[src/hw/div_stream_pkg.sv]
// Step stream buffer constants

`default_nettype none

package div_stream_pkg;

    // entries held between the remainder and quotient units
    localparam int STEP_FIFO_DEPTH = 4;
    localparam int STEP_PTR_WIDTH  = $clog2(STEP_FIFO_DEPTH);

    // pointer value before wrapping back to zero
    localparam logic [STEP_PTR_WIDTH-1:0] STEP_PTR_LAST = STEP_PTR_WIDTH'(STEP_FIFO_DEPTH - 1);

    // occupancy when every entry is taken
    localparam logic [STEP_PTR_WIDTH:0] STEP_FIFO_FULL = (STEP_PTR_WIDTH + 1)'(STEP_FIFO_DEPTH);

endpackage

`default_nettype wire

[src/hw/div_arith_pkg.sv]
// Divider arithmetic constants

`default_nettype none

package div_arith_pkg;

    // operand and result width
    localparam int WORD_WIDTH = 8;

    // one extra bit so the most negative operand still has a magnitude
    localparam int WORD_WIDTH_LONG = WORD_WIDTH + 1;

    // holds the long divisor moved left by up to WORD_WIDTH places
    localparam int SHIFT_WIDTH = WORD_WIDTH_LONG + WORD_WIDTH;

    // one trial subtraction per bit of the long quotient
    localparam int STEP_COUNT       = WORD_WIDTH_LONG;
    localparam int STEP_COUNT_WIDTH = $clog2(STEP_COUNT);

    // down-counter start, reaches zero on the last step
    localparam logic [STEP_COUNT_WIDTH-1:0] STEP_COUNT_START = STEP_COUNT_WIDTH'(STEP_COUNT - 1);

    // quotient increment for the first step, top bit of the long word
    localparam logic [WORD_WIDTH_LONG-1:0] INCREMENT_START = {1'b1, {WORD_WIDTH{1'b0}}};

    // quotient unit FSM, LOAD -> CALC -> DONE -> LOAD
    localparam int                     STATE_WIDTH = 2;
    localparam logic [STATE_WIDTH-1:0] STATE_LOAD  = 2'b00;
    localparam logic [STATE_WIDTH-1:0] STATE_CALC  = 2'b10;
    localparam logic [STATE_WIDTH-1:0] STATE_DONE  = 2'b11;

endpackage

`default_nettype wire
[src/hw/div_step_if.sv]
// Division step stream

`timescale 1ns/1ps
`default_nettype none

interface div_step_if (
    input logic clock
);

    // handshake, an entry moves when both are high at a rising clock
    logic valid;
    logic ready;

    // trial subtraction succeeded
    logic step_ok;
    // operand signs differ
    logic quotient_negative;
    // final step of a division
    logic last;

    // only meaningful together with last
    logic [div_arith_pkg::WORD_WIDTH-1:0] remainder;
    logic                                 div_by_zero;

    // producer side
    modport source (
        input  clock,
        output valid,
        output step_ok,
        output quotient_negative,
        output last,
        output remainder,
        output div_by_zero,
        input  ready
    );

    // consumer side
    modport sink (
        input  clock,
        input  valid,
        input  step_ok,
        input  quotient_negative,
        input  last,
        input  remainder,
        input  div_by_zero,
        output ready
    );

endinterface

`default_nettype wire

[src/hw/divider_integer_signed.sv]
// Signed integer divider

`timescale 1ns/1ps
`default_nettype none

module divider_integer_signed (
    input  logic                                 clock,
    input  logic                                 arst_n,

    // operand side
    input  logic                                 input_valid,
    output logic                                 input_ready,
    input  logic [div_arith_pkg::WORD_WIDTH-1:0] dividend,
    input  logic [div_arith_pkg::WORD_WIDTH-1:0] divisor,

    // result side
    output logic                                 output_valid,
    input  logic                                 output_ready,
    output logic [div_arith_pkg::WORD_WIDTH-1:0] quotient,
    output logic [div_arith_pkg::WORD_WIDTH-1:0] remainder,
    output logic                                 div_by_zero
);

    // remainder unit into the FIFO
    div_step_if producer_steps (.clock(clock));
    // FIFO into the quotient unit
    div_step_if consumer_steps (.clock(clock));

    // trial subtractions, one outcome per cycle
    remainder_integer_signed remainder_i (
        .clock       (clock),
        .arst_n      (arst_n),
        .input_valid (input_valid),
        .input_ready (input_ready),
        .dividend    (dividend),
        .divisor     (divisor),
        .steps       (producer_steps)
    );

    // lets the next division start while the last one drains
    step_fifo step_fifo_i (
        .clock  (clock),
        .arst_n (arst_n),
        .push   (producer_steps),
        .pop    (consumer_steps)
    );

    // quotient build and result hold
    quotient_integer_signed quotient_i (
        .clock        (clock),
        .arst_n       (arst_n),
        .steps        (consumer_steps),
        .output_valid (output_valid),
        .output_ready (output_ready),
        .quotient     (quotient),
        .remainder    (remainder),
        .div_by_zero  (div_by_zero)
    );

endmodule

`default_nettype wire

[src/hw/quotient_integer_signed.sv]
// Signed quotient unit

`timescale 1ns/1ps
`default_nettype none

module quotient_integer_signed (
    input  logic                                 clock,
    input  logic                                 arst_n,
    div_step_if.sink                             steps,
    output logic                                 output_valid,
    input  logic                                 output_ready,
    output logic [div_arith_pkg::WORD_WIDTH-1:0] quotient,
    output logic [div_arith_pkg::WORD_WIDTH-1:0] remainder,
    output logic                                 div_by_zero
);

    logic [div_arith_pkg::STATE_WIDTH-1:0] state;
    logic [div_arith_pkg::STATE_WIDTH-1:0] state_next;

    // long quotient and the halving increment
    logic [div_arith_pkg::WORD_WIDTH_LONG-1:0] quotient_long;
    logic [div_arith_pkg::WORD_WIDTH_LONG-1:0] quotient_next;
    logic [div_arith_pkg::WORD_WIDTH_LONG-1:0] quotient_base;
    logic [div_arith_pkg::WORD_WIDTH_LONG-1:0] increment;
    logic [div_arith_pkg::WORD_WIDTH_LONG-1:0] increment_now;

    // result fields held until read
    logic [div_arith_pkg::WORD_WIDTH-1:0] remainder_held;
    logic                                 div_by_zero_held;

    logic step_taken;
    logic result_read;
    logic first_step;

    // steps are refused while a result waits, which backs up the FIFO
    assign output_valid = (state == div_arith_pkg::STATE_DONE);
    assign steps.ready  = ~output_valid;

    assign step_taken  = steps.valid && steps.ready;
    assign result_read = output_valid && output_ready;
    assign first_step  = (state == div_arith_pkg::STATE_LOAD);

    // first entry of a division starts from a cleared quotient
    assign quotient_base = first_step ? '0 : quotient_long;
    assign increment_now = first_step ? div_arith_pkg::INCREMENT_START : increment;

    // add when signs agree, subtract when they differ
    always_comb begin
        quotient_next = quotient_base;
        if (steps.step_ok) begin
            if (steps.quotient_negative) begin
                quotient_next = quotient_base - increment_now;
            end else begin
                quotient_next = quotient_base + increment_now;
            end
        end
    end

    // LOAD on the first entry, DONE on the last, back to LOAD when read
    always_comb begin
        state_next = state;
        if (step_taken && steps.last) begin
            state_next = div_arith_pkg::STATE_DONE;
        end else if (step_taken && first_step) begin
            state_next = div_arith_pkg::STATE_CALC;
        end
        if (result_read) begin
            state_next = div_arith_pkg::STATE_LOAD;
        end
    end

    always_ff @(posedge clock or negedge arst_n) begin
        if (!arst_n) begin
            state <= div_arith_pkg::STATE_LOAD;
        end else begin
            state <= state_next;
        end
    end

    // quotient accumulation and result capture
    always_ff @(posedge clock) begin
        if (step_taken) begin
            quotient_long <= quotient_next;
            // next step weighs half as much
            increment     <= increment_now >> 1;
            if (steps.last) begin
                remainder_held   <= steps.remainder;
                div_by_zero_held <= steps.div_by_zero;
            end
        end
    end

    // overflowing quotients simply lose the top bit
    assign quotient    = quotient_long[div_arith_pkg::WORD_WIDTH-1:0];
    assign remainder   = remainder_held;
    assign div_by_zero = div_by_zero_held && output_valid;

endmodule

`default_nettype wire

[src/hw/step_fifo.sv]
// Step outcome FIFO

`timescale 1ns/1ps
`default_nettype none

module step_fifo (
    input  logic       clock,
    input  logic       arst_n,
    div_step_if.sink   push,
    div_step_if.source pop
);

    // one entry is step_ok, quotient_negative, last, remainder, div_by_zero
    logic [div_arith_pkg::WORD_WIDTH+3:0] entry_mem [div_stream_pkg::STEP_FIFO_DEPTH];

    logic [div_stream_pkg::STEP_PTR_WIDTH-1:0] wr_ptr;
    logic [div_stream_pkg::STEP_PTR_WIDTH-1:0] rd_ptr;
    // one bit wider than the pointers to tell full from empty
    logic [div_stream_pkg::STEP_PTR_WIDTH:0]   count;

    logic full;
    logic empty;
    logic do_push;
    logic do_pop;

    // status from the occupancy count
    assign full  = (count == div_stream_pkg::STEP_FIFO_FULL);
    assign empty = (count == '0);

    // when full a write is still taken in the cycle an entry leaves
    assign push.ready = !full || pop.ready;
    assign pop.valid  = !empty;

    assign do_push = push.valid && push.ready;
    assign do_pop  = pop.valid && pop.ready;

    // entry storage
    always_ff @(posedge clock) begin
        if (do_push) begin
            entry_mem[wr_ptr] <= {push.step_ok, push.quotient_negative, push.last,
                                  push.remainder, push.div_by_zero};
        end
    end

    // head entry straight from storage
    assign {pop.step_ok, pop.quotient_negative, pop.last,
            pop.remainder, pop.div_by_zero} = entry_mem[rd_ptr];

    // pointers wrap at the buffer depth
    always_ff @(posedge clock or negedge arst_n) begin
        if (!arst_n) begin
            wr_ptr <= '0;
            rd_ptr <= '0;
            count  <= '0;
        end else begin
            if (do_push) begin
                wr_ptr <= (wr_ptr == div_stream_pkg::STEP_PTR_LAST) ? '0 : wr_ptr + 1'b1;
            end
            if (do_pop) begin
                rd_ptr <= (rd_ptr == div_stream_pkg::STEP_PTR_LAST) ? '0 : rd_ptr + 1'b1;
            end
            // simultaneous push and pop leave the count alone
            if (do_push && !do_pop) begin
                count <= count + 1'b1;
            end else if (!do_push && do_pop) begin
                count <= count - 1'b1;
            end
        end
    end

endmodule

`default_nettype wire

[src/hw/remainder_integer_signed.sv]
// Signed remainder unit

`timescale 1ns/1ps
`default_nettype none

module remainder_integer_signed (
    input  logic                                 clock,
    input  logic                                 arst_n,
    input  logic                                 input_valid,
    output logic                                 input_ready,
    input  logic [div_arith_pkg::WORD_WIDTH-1:0] dividend,
    input  logic [div_arith_pkg::WORD_WIDTH-1:0] divisor,
    div_step_if.source                           steps
);

    // control state
    logic                                       busy;
    logic [div_arith_pkg::STEP_COUNT_WIDTH-1:0] step_count;
    // low through reset, set on the first clock after release
    logic                                       reset_done;

    // running remainder, long so that -2**(N-1) keeps its magnitude
    logic signed [div_arith_pkg::WORD_WIDTH_LONG-1:0] remainder_long;
    // divisor, starts WORD_WIDTH places left and walks right
    logic signed [div_arith_pkg::SHIFT_WIDTH-1:0]     divisor_shift;

    // operand facts captured at load
    logic dividend_negative;
    logic signs_differ;
    logic divisor_zero;

    // datapath
    logic signed [div_arith_pkg::SHIFT_WIDTH-1:0] divisor_wide;
    logic signed [div_arith_pkg::SHIFT_WIDTH-1:0] remainder_wide;
    logic signed [div_arith_pkg::SHIFT_WIDTH-1:0] trial;
    logic                                         trial_ok;

    // events
    logic load_operands;
    logic step_taken;
    logic last_step;

    // only take new operands between divisions, never before the first clock after reset
    assign input_ready   = ~busy && reset_done;
    assign load_operands = input_valid && input_ready;
    assign step_taken    = steps.valid && steps.ready;
    assign last_step     = (step_count == '0);

    // sign extension happens in the signed assignments
    assign divisor_wide   = $signed(divisor);
    assign remainder_wide = remainder_long;

    // move the remainder toward zero by the shifted divisor
    // same signs subtract, differing signs add
    assign trial = signs_differ ? (remainder_wide + divisor_shift)
                                : (remainder_wide - divisor_shift);

    // the divisor fit if the result is zero or kept the dividend's sign
    // a zero divisor fits every time, giving the all-ones quotient
    assign trial_ok = divisor_zero
                   || (trial == '0)
                   || (trial[div_arith_pkg::SHIFT_WIDTH-1] == dividend_negative);

    // input side opens one clock after reset is released
    always_ff @(posedge clock or negedge arst_n) begin
        if (!arst_n) begin
            reset_done <= 1'b0;
        end else begin
            reset_done <= 1'b1;
        end
    end

    // step counter and busy flag
    always_ff @(posedge clock or negedge arst_n) begin
        if (!arst_n) begin
            busy       <= 1'b0;
            step_count <= '0;
        end else if (load_operands) begin
            busy       <= 1'b1;
            step_count <= div_arith_pkg::STEP_COUNT_START;
        end else if (step_taken) begin
            // idle again the cycle after the last entry leaves
            busy <= ~last_step;
            if (!last_step) begin
                step_count <= step_count - 1'b1;
            end
        end
    end

    // operand and remainder registers
    always_ff @(posedge clock) begin
        if (load_operands) begin
            remainder_long    <= $signed(dividend);
            divisor_shift     <= divisor_wide <<< div_arith_pkg::WORD_WIDTH;
            dividend_negative <= dividend[div_arith_pkg::WORD_WIDTH-1];
            signs_differ      <= dividend[div_arith_pkg::WORD_WIDTH-1]
                               ^ divisor[div_arith_pkg::WORD_WIDTH-1];
            divisor_zero      <= (divisor == '0);
        end else if (step_taken) begin
            // keep the trial result only when the divisor fit
            if (trial_ok) begin
                remainder_long <= trial[div_arith_pkg::WORD_WIDTH_LONG-1:0];
            end
            // arithmetic shift keeps the divisor sign
            divisor_shift <= divisor_shift >>> 1;
        end
    end

    // one step outcome offered per cycle while busy
    assign steps.valid             = busy;
    assign steps.step_ok           = trial_ok;
    assign steps.quotient_negative = signs_differ;
    assign steps.last              = last_step;

    // remainder after this step, truncated back to the word
    assign steps.remainder = trial_ok ? trial[div_arith_pkg::WORD_WIDTH-1:0]
                                      : remainder_long[div_arith_pkg::WORD_WIDTH-1:0];

    // flag only rides on the last entry
    assign steps.div_by_zero = divisor_zero && last_step;

endmodule

`default_nettype wire

[config.mk]
export PLATFORM = sky130hd
export DESIGN_NAME = divider_integer_signed
export DESIGN_NICKNAME = d
export VERILOG_FILES = /design/src/hw/div_stream_pkg.sv /design/src/hw/div_arith_pkg.sv /design/src/hw/div_step_if.sv /design/src/hw/divider_integer_signed.sv /design/src/hw/quotient_integer_signed.sv /design/src/hw/step_fifo.sv /design/src/hw/remainder_integer_signed.sv
export SDC_FILE = /design/constraint.sdc
export NUM_CORES = 1
export LEC_CHECK = 0
export BUFFER_PORTS_ARGS = -buffer_cell sky130_fd_sc_hd__buf_2
export CORE_ASPECT_RATIO = 1.1
export CORE_MARGIN = 4
export CORE_UTILIZATION = 62
export DETAILED_ROUTE_END_ITERATION = 6
export GPL_TIMING_DRIVEN = 0
export PLACE_DENSITY = 0.81
export SLEW_MARGIN = 20
export SYNTH_ARGS = -nofsm -noshare
export SYNTH_HDL_FRONTEND = slang
export SYNTH_HIERARCHICAL = 1
export SYNTH_SLANG_ARGS = --single-unit
[constraint.sdc]
create_clock -name clock -period 5 [get_ports clock]
set_input_delay 0.25 -clock clock [delete_from_list [all_inputs] [get_ports clock]]
set_output_delay 0.25 -clock clock [all_outputs]
set_load 0.02 [all_outputs]
==> flow_summary_export.csv, run 1 <==
group,metric,value,unit
placement,port_buffers,38,
logic_synthesis,ys_warn_count,6,
route,via_count,5062,
logic_synthesis,ys_seq_area_frac,0.495,
die,ios,39,
route,viasPerCell,6.10,
clock_network,clk_pin_slew,0.05,ns
final_layout,nFillCells,718,
route,drtAntennaViolNets,0,
worst_setup_path,crit_path_max_incr_delay,0.44,ns
timing,fmaxAchievable,0.212,GHz
timing,maxSlewViolCount,0,
die,rows,39,
clock_network,cts_tree,"built",
worst_setup_path,cp_slowest_cell,"ha_1",
logic_synthesis,synth.cell_area,6790,sq um
clock_network,htree_levels,4,
final_layout,synthToLayoutAreaGrowth,14.5,%
hold_path,holdPathStages,2,
grt,grt_max_degree,17,
route,wl,14800,um
worst_setup_path,critPathArrivalTime,4.79,ns
grt,first_global_vias,5000,
placement,dp_cells,794,
hold_path,min_to,"quotient_i/state[0]",
final_layout,final_layout_size_suffix_gt1_frac,0.169,
logic_synthesis,synth.distinct_cells,74,
final_layout,multiInputGateArea,3230,sq um
worst_setup_path,required,5.09,ns
timing,max_slew_margin,0.482,
clock_network,ctsRootBufferMaster,"clkbuf_16",
timing,whs,0.0256,ns
logic_synthesis,synth_cells,613,
route,first_iter_violations,369,
hold_path,holdCritPathClass,"input pin to flop",
final_layout,regArea,3360,sq um
flow_run,drv_cap,0,
die,core-area,10500,sq um
timing,fin_skew,0.00920,ns
die,dieArea,12700,sq um
logic_synthesis,syn_avg_cell_area,11.1,sq um
worst_setup_path,critPathMaxFanout,9,
final_layout,finalNetCount,729,
route,drc,0,
grt,antenna_found_initial,0,
logic_synthesis,synth_seq_cells,117,
grt,grt_pass1_wl,24100,um
placement,hpwl,10500,um
timing,hold_viol,0,
worst_setup_path,rr_startpoint,"remainder_i/divisor_shift[2]",
timing,setup_tns,0,ns
timing,rsz0062_at_grt,"no",
clock_network,clock-sinks,117,
logic_synthesis,synth_edf_count,94,
timing,fin_crit_sh,0.942,
worst_setup_path,startpoint_type,"flop",
die,start_util,0.644,
route,drt-pass1-iter-count,4,
grt,track_usage,0.243,
status,status,"finished, final reports clean",
hold_path,worstHoldStart,"output_ready",
final_layout,insertedDiodeCount,0,
clock_network,insertion_delay,0.41,ns
worst_setup_path,r2r_cells,16,
worst_setup_path,criticalPathCategory,"flop to flop",
worst_setup_path,crit_path_end_kind,"flop",
route,wl_per_cell,17.8,um
die,die_y,118,um
worst_setup_path,path_cells,"nor2_1, nand3_1, nor4_2, a21o_1, o21ai_0, xor2_1, ha_1, o21a_1, o22ai_1, or4_1, a2111o_1, a2111oi_2, nand4_1, nor4_4, buf_4, o31a_2",
logic_synthesis,synth.net_count,668,
timing,worstMarginPinSlew,0.776,ns
final_layout,final_util,0.737,
grt,globalRoute.totalOverflow,0,
logic_synthesis,async_reset_ff_frac,0.128,
clock_network,cts_buffers,17,
logic_synthesis,synthFlopType,"edfxtp_1",
placement,routabilityCongestion,0.913,
worst_setup_path,r2r_end,"remainder_i/remainder_long[6]",
worst_setup_path,r2r_setup_slack,0.29,ns
clock_network,cts_buffer_depth,2,
final_layout,finalNonFillerCells,830,
timing,final.min_clock_period,4.71,ns
timing,setup_violations,0,
die,die_w,108,um
## cells in the mapped netlist (3+ instances only)
| cell type | instances | area, sq um |
|---|---|---|
| and3_1 | 12 | 75.1 |
| or4_1 | 3 | 22.5 |
| o31ai_1 | 7 | 52.6 |
| o21ai_2 | 3 | 26.3 |
| nor2b_1 | 4 | 25.0 |
| nand2_1 | 61 | 229 |
| buf_2 | 6 | 30.0 |
| clkbuf_1 | 12 | 45.0 |
| o21ai_0 | 23 | 115 |
| inv_1 | 34 | 128 |
| a21oi_1 | 38 | 190 |
| nand3_1 | 13 | 65.1 |
| fa_1 | 3 | 60.1 |
| and2_1 | 16 | 100 |
| dfrtp_1 | 15 | 375 |
| nand2b_1 | 10 | 62.6 |
| a22o_1 | 6 | 52.6 |
| xor2_1 | 19 | 166 |
| dfxtp_1 | 8 | 160 |
| nor2_1 | 47 | 176 |
| xnor2_1 | 20 | 175 |
| o21a_1 | 3 | 22.5 |
| nor4_1 | 7 | 43.8 |
| nor3_1 | 15 | 75.1 |
| nand3b_1 | 3 | 22.5 |
| mux2i_1 | 6 | 60.1 |
| a31oi_1 | 3 | 18.8 |
| or3_1 | 5 | 31.3 |
| mux4_2 | 12 | 270 |
| ha_1 | 32 | 400 |
| edfxtp_1 | 94 | 2820 |
| a21o_1 | 8 | 60.1 |
| mux2_2 | 12 | 135 |
| a211oi_1 | 7 | 52.6 |
## cell families (layout without fill, tap and decap cells)
| kind of cell | Yosys count | count (layout) | share of synthesized area |
|---|---|---|---|
| adders and majority gates | 35 | 35 | 0.0678 |
| muxes | 32 | 32 | 0.0719 |
| AOI/OAI and AO/OA | 127 | 127 | 0.128 |
| xor gates and xnor gates | 39 | 39 | 0.0503 |
| DFF | 117 | 117 | 0.495 |
| and+or+nand+nor | 207 | 207 | 0.154 |
| buffers and inverters | 55 | 129 | 0.0321 |
| other | 1 | 1 | 0.000553 |
## metrics by stage
step	area, sq um	setup WS, ns
detailed placement	7160	-0.133
global route	7770	0.0607
finish	7770	0.291
global placement	7160	0.0858
CTS	7760	0.0759
floorplan	6790	0.779
## critical path, delay by kind of cell (launching register included)
family / cells / cell delay, ns
and+or+nand+nor: 6 / 1.58
buffers and inverters: 1 / 0.19
adders and majority gates: 1 / 0.44
AOI/OAI and AO/OA: 7 / 1.64
DFF: 1 / 0.36
xor gates and xnor gates: 1 / 0.17
## area by class of cell
class | instances | area share
Inverter | 34 | 0.0164
Tap cell | 143 | 0.0230
Sequential cell | 117 | 0.432
Clock inverter | 6 | 0.0101
Multi-Input combinational cell | 441 | 0.415
Buffer | 21 | 0.0116
Timing Repair Buffer | 42 | 0.0287
Clock buffer | 26 | 0.0630
## state kept, by name (all words and copies together) (netlist names), 3 cells and up
| signal | cells |
|---|---|
| quotient_i/increment | 8 |
| step_fifo_i/entry_mem | 48 |
| remainder_i/remainder_long | 9 |
| remainder_i/step_count | 4 |
| remainder_i/divisor_shift | 17 |
| quotient_i/quotient_long | 8 |
| step_fifo_i/count | 3 |
| quotient_i/remainder | 8 |
## worst max-delay path by stage
stage	from	to	slack, ns	cells past startpoint
after CTS	remainder_i/divisor_shift[2]	remainder_i/remainder_long[6]	0.08	16
after global placement	remainder_i/divisor_shift[2]	remainder_i/remainder_long[4]	0.09	15
after detailed placement	remainder_i/divisor_shift[2]	remainder_i/remainder_long[4]	-0.13	15
after floorplan	remainder_i/divisor_shift[2]	remainder_i/remainder_long[0]	0.78	15
after global routing	remainder_i/divisor_shift[8]	step_fifo_i/entry_mem[1][8]	0.06	16
final	remainder_i/divisor_shift[2]	remainder_i/remainder_long[6]	0.29	16
## per-layer routing
metal	GRT usage	share of wire	wire length, um	vias to the layer above
met5	0	0	0	-
met4	0.102	0.026	380	0
met3	0.0532	0.053	788	35
met2	0.416	0.52	7710	190
met1	0.293	0.40	5880	2456
li1	-	-	-	2381
## placed cells by master, fill, tap and decap left out, types with 16 or more instances in the layout
cell       synthesis  layout
nand2_1           61      61
a21oi_1           38      38
clkbuf_16          0      17
xor2_1            19      19
clkbuf_1          12      18
xnor2_1           20      20
edfxtp_1          94      94
inv_1             34      34
ha_1              32      32
and2_1            16      16
buf_2              6      44
nor2_1            47      47
o21ai_0           23      23
## timing repair
| action | CTS | global route |
|---|---|---|
| pin swaps | 1 | 0 |
| endpoints found under the hold margin | 15 | 0 |
| resized for setup | 0 | 3 |
| setup endpoints to repair | 13 | 37 |
| setup buffers | 3 | 0 |
| hold buffers | 1 | 0 |
Power of run 1 is left out: the tool's default activity adds up to more than one toggle a clock period on the data nets, which glitch-free logic cannot reach.
==> run 2, diff against run 1 <==
- ABC_AREA: unset -> 1
- SETUP_SLACK_MARGIN: unset -> 0.2
==> flow_summary_export.csv, run 2 <==
group,metric,value,unit
logic_synthesis,ys_seq_area_frac,0.473,
worst_setup_path,crit_path_end_kind,"flop",
route,first_iter_violations,384,
route,viasPerCell,5.49,
logic_synthesis,synth_edf_count,94,
worst_setup_path,path_cells,"nor3_1, nand4_1, nor2_1, nand2_1, nand2_1, xor2_1, ha_1, nand2_1, inv_1, a21oi_1, nand3_1, a21boi_1, nand2_1, nand2_1, nand4_4, nand3_4, nand2_1, nand2_1",
grt,grt_max_degree,18,
worst_setup_path,path_common_cell,"nand2_1",
route,drtAntennaViolNets,0,
worst_setup_path,r2r_setup_slack,1.08,ns
die,die_w,110,um
final_layout,top_regs,"step_fifo_i/entry_mem: 48 flops, remainder_i/divisor_shift: 17 flops, remainder_i/remainder_long: 9 flops",
hold_path,holdCritPathClass,"input pin to flop",
clock_network,ctsRootBufferMaster,"clkbuf_16",
logic_synthesis,synth.distinct_cells,46,
route,wl_per_cell,15.8,um
logic_synthesis,synth_cells,842,
clock_network,htree_levels,4,
logic_synthesis,synth_top_cell_area_share,0.398,
worst_setup_path,critical_path.endpoint,"remainder_i/remainder_long[4]",
logic_synthesis,synth.largest_area_cell,"edfxtp_1",
worst_setup_path,crit_start,"remainder_i/divisor_shift[2]",
timing,rsz0062_at_grt,"no",
die,start_util,0.642,
logic_synthesis,synth.net_count,897,
clock_network,cts_buffer_depth,2,
placement,routabilityCongestion,0.906,
logic_synthesis,synthTopCellsByCount,"nand2_1 (240), inv_1 (146), edfxtp_1 (94)",
worst_setup_path,rr_startpoint,"remainder_i/divisor_shift[2]",
grt,track_usage,0.265,
timing,maxSlewViolCount,0,
clock_network,clk_pin_slew,0.05,ns
worst_setup_path,startpoint_type,"flop",
logic_synthesis,synth_seq_cells,117,
logic_synthesis,synthFlopType,"edfxtp_1",
worst_setup_path,required,5.06,ns
logic_synthesis,ys_warn_count,6,
grt,grt_pass1_wl,26900,um
worst_setup_path,criticalPathCategory,"flop to flop",
worst_setup_path,cp_slowest_cell,"dfxtp_1",
clock_network,cts_buffers,17,
placement,post-place-ws,1.19,ns
timing,max_slew_margin,0.412,
final_layout,largest_reg_flops,48,
clock_network,clock-sinks,117,
route,via_count,5819,
timing,layout_setup_ws,1.08,ns
final_layout,mostFrequentLayoutCell,"nand2_1",
flow_run,drv_cap,0,
grt,antenna_found_initial,0,
die,ios,39,
die,core-area,11100,sq um
final_layout,synthToLayoutAreaGrowth,14.2,%
logic_synthesis,synth.cell_area,7100,sq um
worst_setup_path,crit_path_max_incr_delay,0.38,ns
placement,hpwl,11700,um
timing,fmaxAchievable,0.255,GHz
clock_network,insertion_delay,0.42,ns
timing,fin_crit_sh,0.784,
logic_synthesis,synthTopCellsByArea,"edfxtp_1 (40%), nand2_1 (13%), inv_1 (7.7%), ha_1 (5.6%), dfrtp_1 (5.3%)",
timing,fin_skew,0.0126,ns
route,drt-pass1-iter-count,7,
worst_setup_path,r2r_end,"remainder_i/remainder_long[4]",
timing,whs,0.0793,ns
placement,port_buffers,38,
hold_path,worstHoldStart,"dividend[7]",
final_layout,most-common-layout-cells,"nand2_1 (240), inv_1 (146), edfxtp_1 (94)",
worst_setup_path,path_depth,18,
logic_synthesis,async_reset_ff_frac,0.128,
clock_network,cts.repair.resized,0,
final_layout,final_layout_size_suffix_gt1_frac,0.137,
timing,final.min_clock_period,3.92,ns
worst_setup_path,path_buf_inv,1,
timing,setup_tns,0,ns
die,rows,40,
status,status,"finished, final reports clean",
final_layout,insertedDiodeCount,0,
worst_setup_path,r2r_cells,18,
grt,first_global_vias,5845,
route,wl,16700,um
worst_setup_path,cp_top_family,"simple AND/OR/NAND/NOR gates",
die,die_y,120,um
route,drc,0,
logic_synthesis,yosysMostFrequentCell,"nand2_1",
clock_network,cts_tree,"built",
worst_setup_path,critPathArrivalTime,3.98,ns
timing,setup_violations,0,
worst_setup_path,critPathMaxFanout,13,
die,dieArea,13200,sq um
final_layout,finalNetCount,955,
timing,hold_viol,0,
logic_synthesis,syn_avg_cell_area,8.43,sq um
final_layout,top_register,"step_fifo_i/entry_mem",
grt,globalRoute.totalOverflow,0,
timing,worstMarginPinSlew,0.882,ns
==> run 2: changes by cell type after synthesis, moves of 11 or more <==
| cell | before | now |
|---|---|---|
| o21ai_1 | 0 | 12 |
| and3_1 | 12 | 0 |
| nand3_1 | 13 | 32 |
| nand4_1 | 1 | 18 |
| xnor2_1 | 20 | 7 |
| inv_1 | 34 | 146 |
| mux4_2 | 12 | 0 |
| nand2_1 | 61 | 240 |
| and2_1 | 16 | 3 |
| nand2_2 | 0 | 11 |
| o21ai_0 | 23 | 38 |
| mux2_2 | 12 | 0 |
==> run 2: timing repair <==
| action | 4_1_cts | 5_1_grt |
|---|---|---|
| buffers inserted | 0 | 0 |
| endpoints found under the setup margin | 0 | 0 |
| hold buffers | 1 | 0 |
| endpoints found under the hold margin | 15 | 0 |
==> run 2: cell families (layout without fill, tap and decap cells) <==
logic type	Yosys count	in the layout	share of synthesized area
XOR/XNOR	28	28	0.0346
other	1	1	0.000528
flip-flops	117	117	0.473
buffers and inverters	171	242	0.100
AO/OA/AOI/OAI	108	108	0.0845
AND/OR/NAND/NOR	382	382	0.242
adder cells (fa/ha/maj)	35	35	0.0649
==> run 2: cell type report <==
type,instances,area (sq um)
Buffer,17,133
Clock buffer,18,429
Clock inverter,14,185
Fill cell,794,2950
Inverter,154,578
Multi-Input combinational cell,554,3040
Sequential cell,117,3360
Tap cell,147,184
Timing Repair Buffer,39,200
==> run 2: through the flow <==
step / cell area, sq um / utilization / std cells
3_3_place_gp: 7470 / 0.675 / 1027
4_1_cts: 8100 / 0.732 / 1060
5_1_grt: 8110 / 0.733 / 1060
2_1_floorplan: 7100 / - / 842
3_5_place_dp: 7470 / 0.676 / 1027
6_report: 8110 / 0.733 / 1060
==> run 2: worst min-delay path by stage <==
stage	end	slack [ns]	cells past startpoint
after detailed placement	remainder_i/reset_done	0.17	1
after CTS	remainder_i/dividend_negative	0.06	1
final	remainder_i/dividend_negative	0.08	1
after global routing	remainder_i/dividend_negative	0.07	1
after global placement	remainder_i/step_count[0]	0.16	1
after floorplan	quotient_i/state[0]	-0.05	0
==> run 2: per-layer routing <==
layer	part of all wire	up-vias	global-route usage
met2	0.54	215	0.494
met4	0.029	0	0.126
met3	0.052	49	0.0502
met5	0	-	0
li1	-	2846	-
met1	0.38	2709	0.280
Power of run 2 is left out for the same reason.
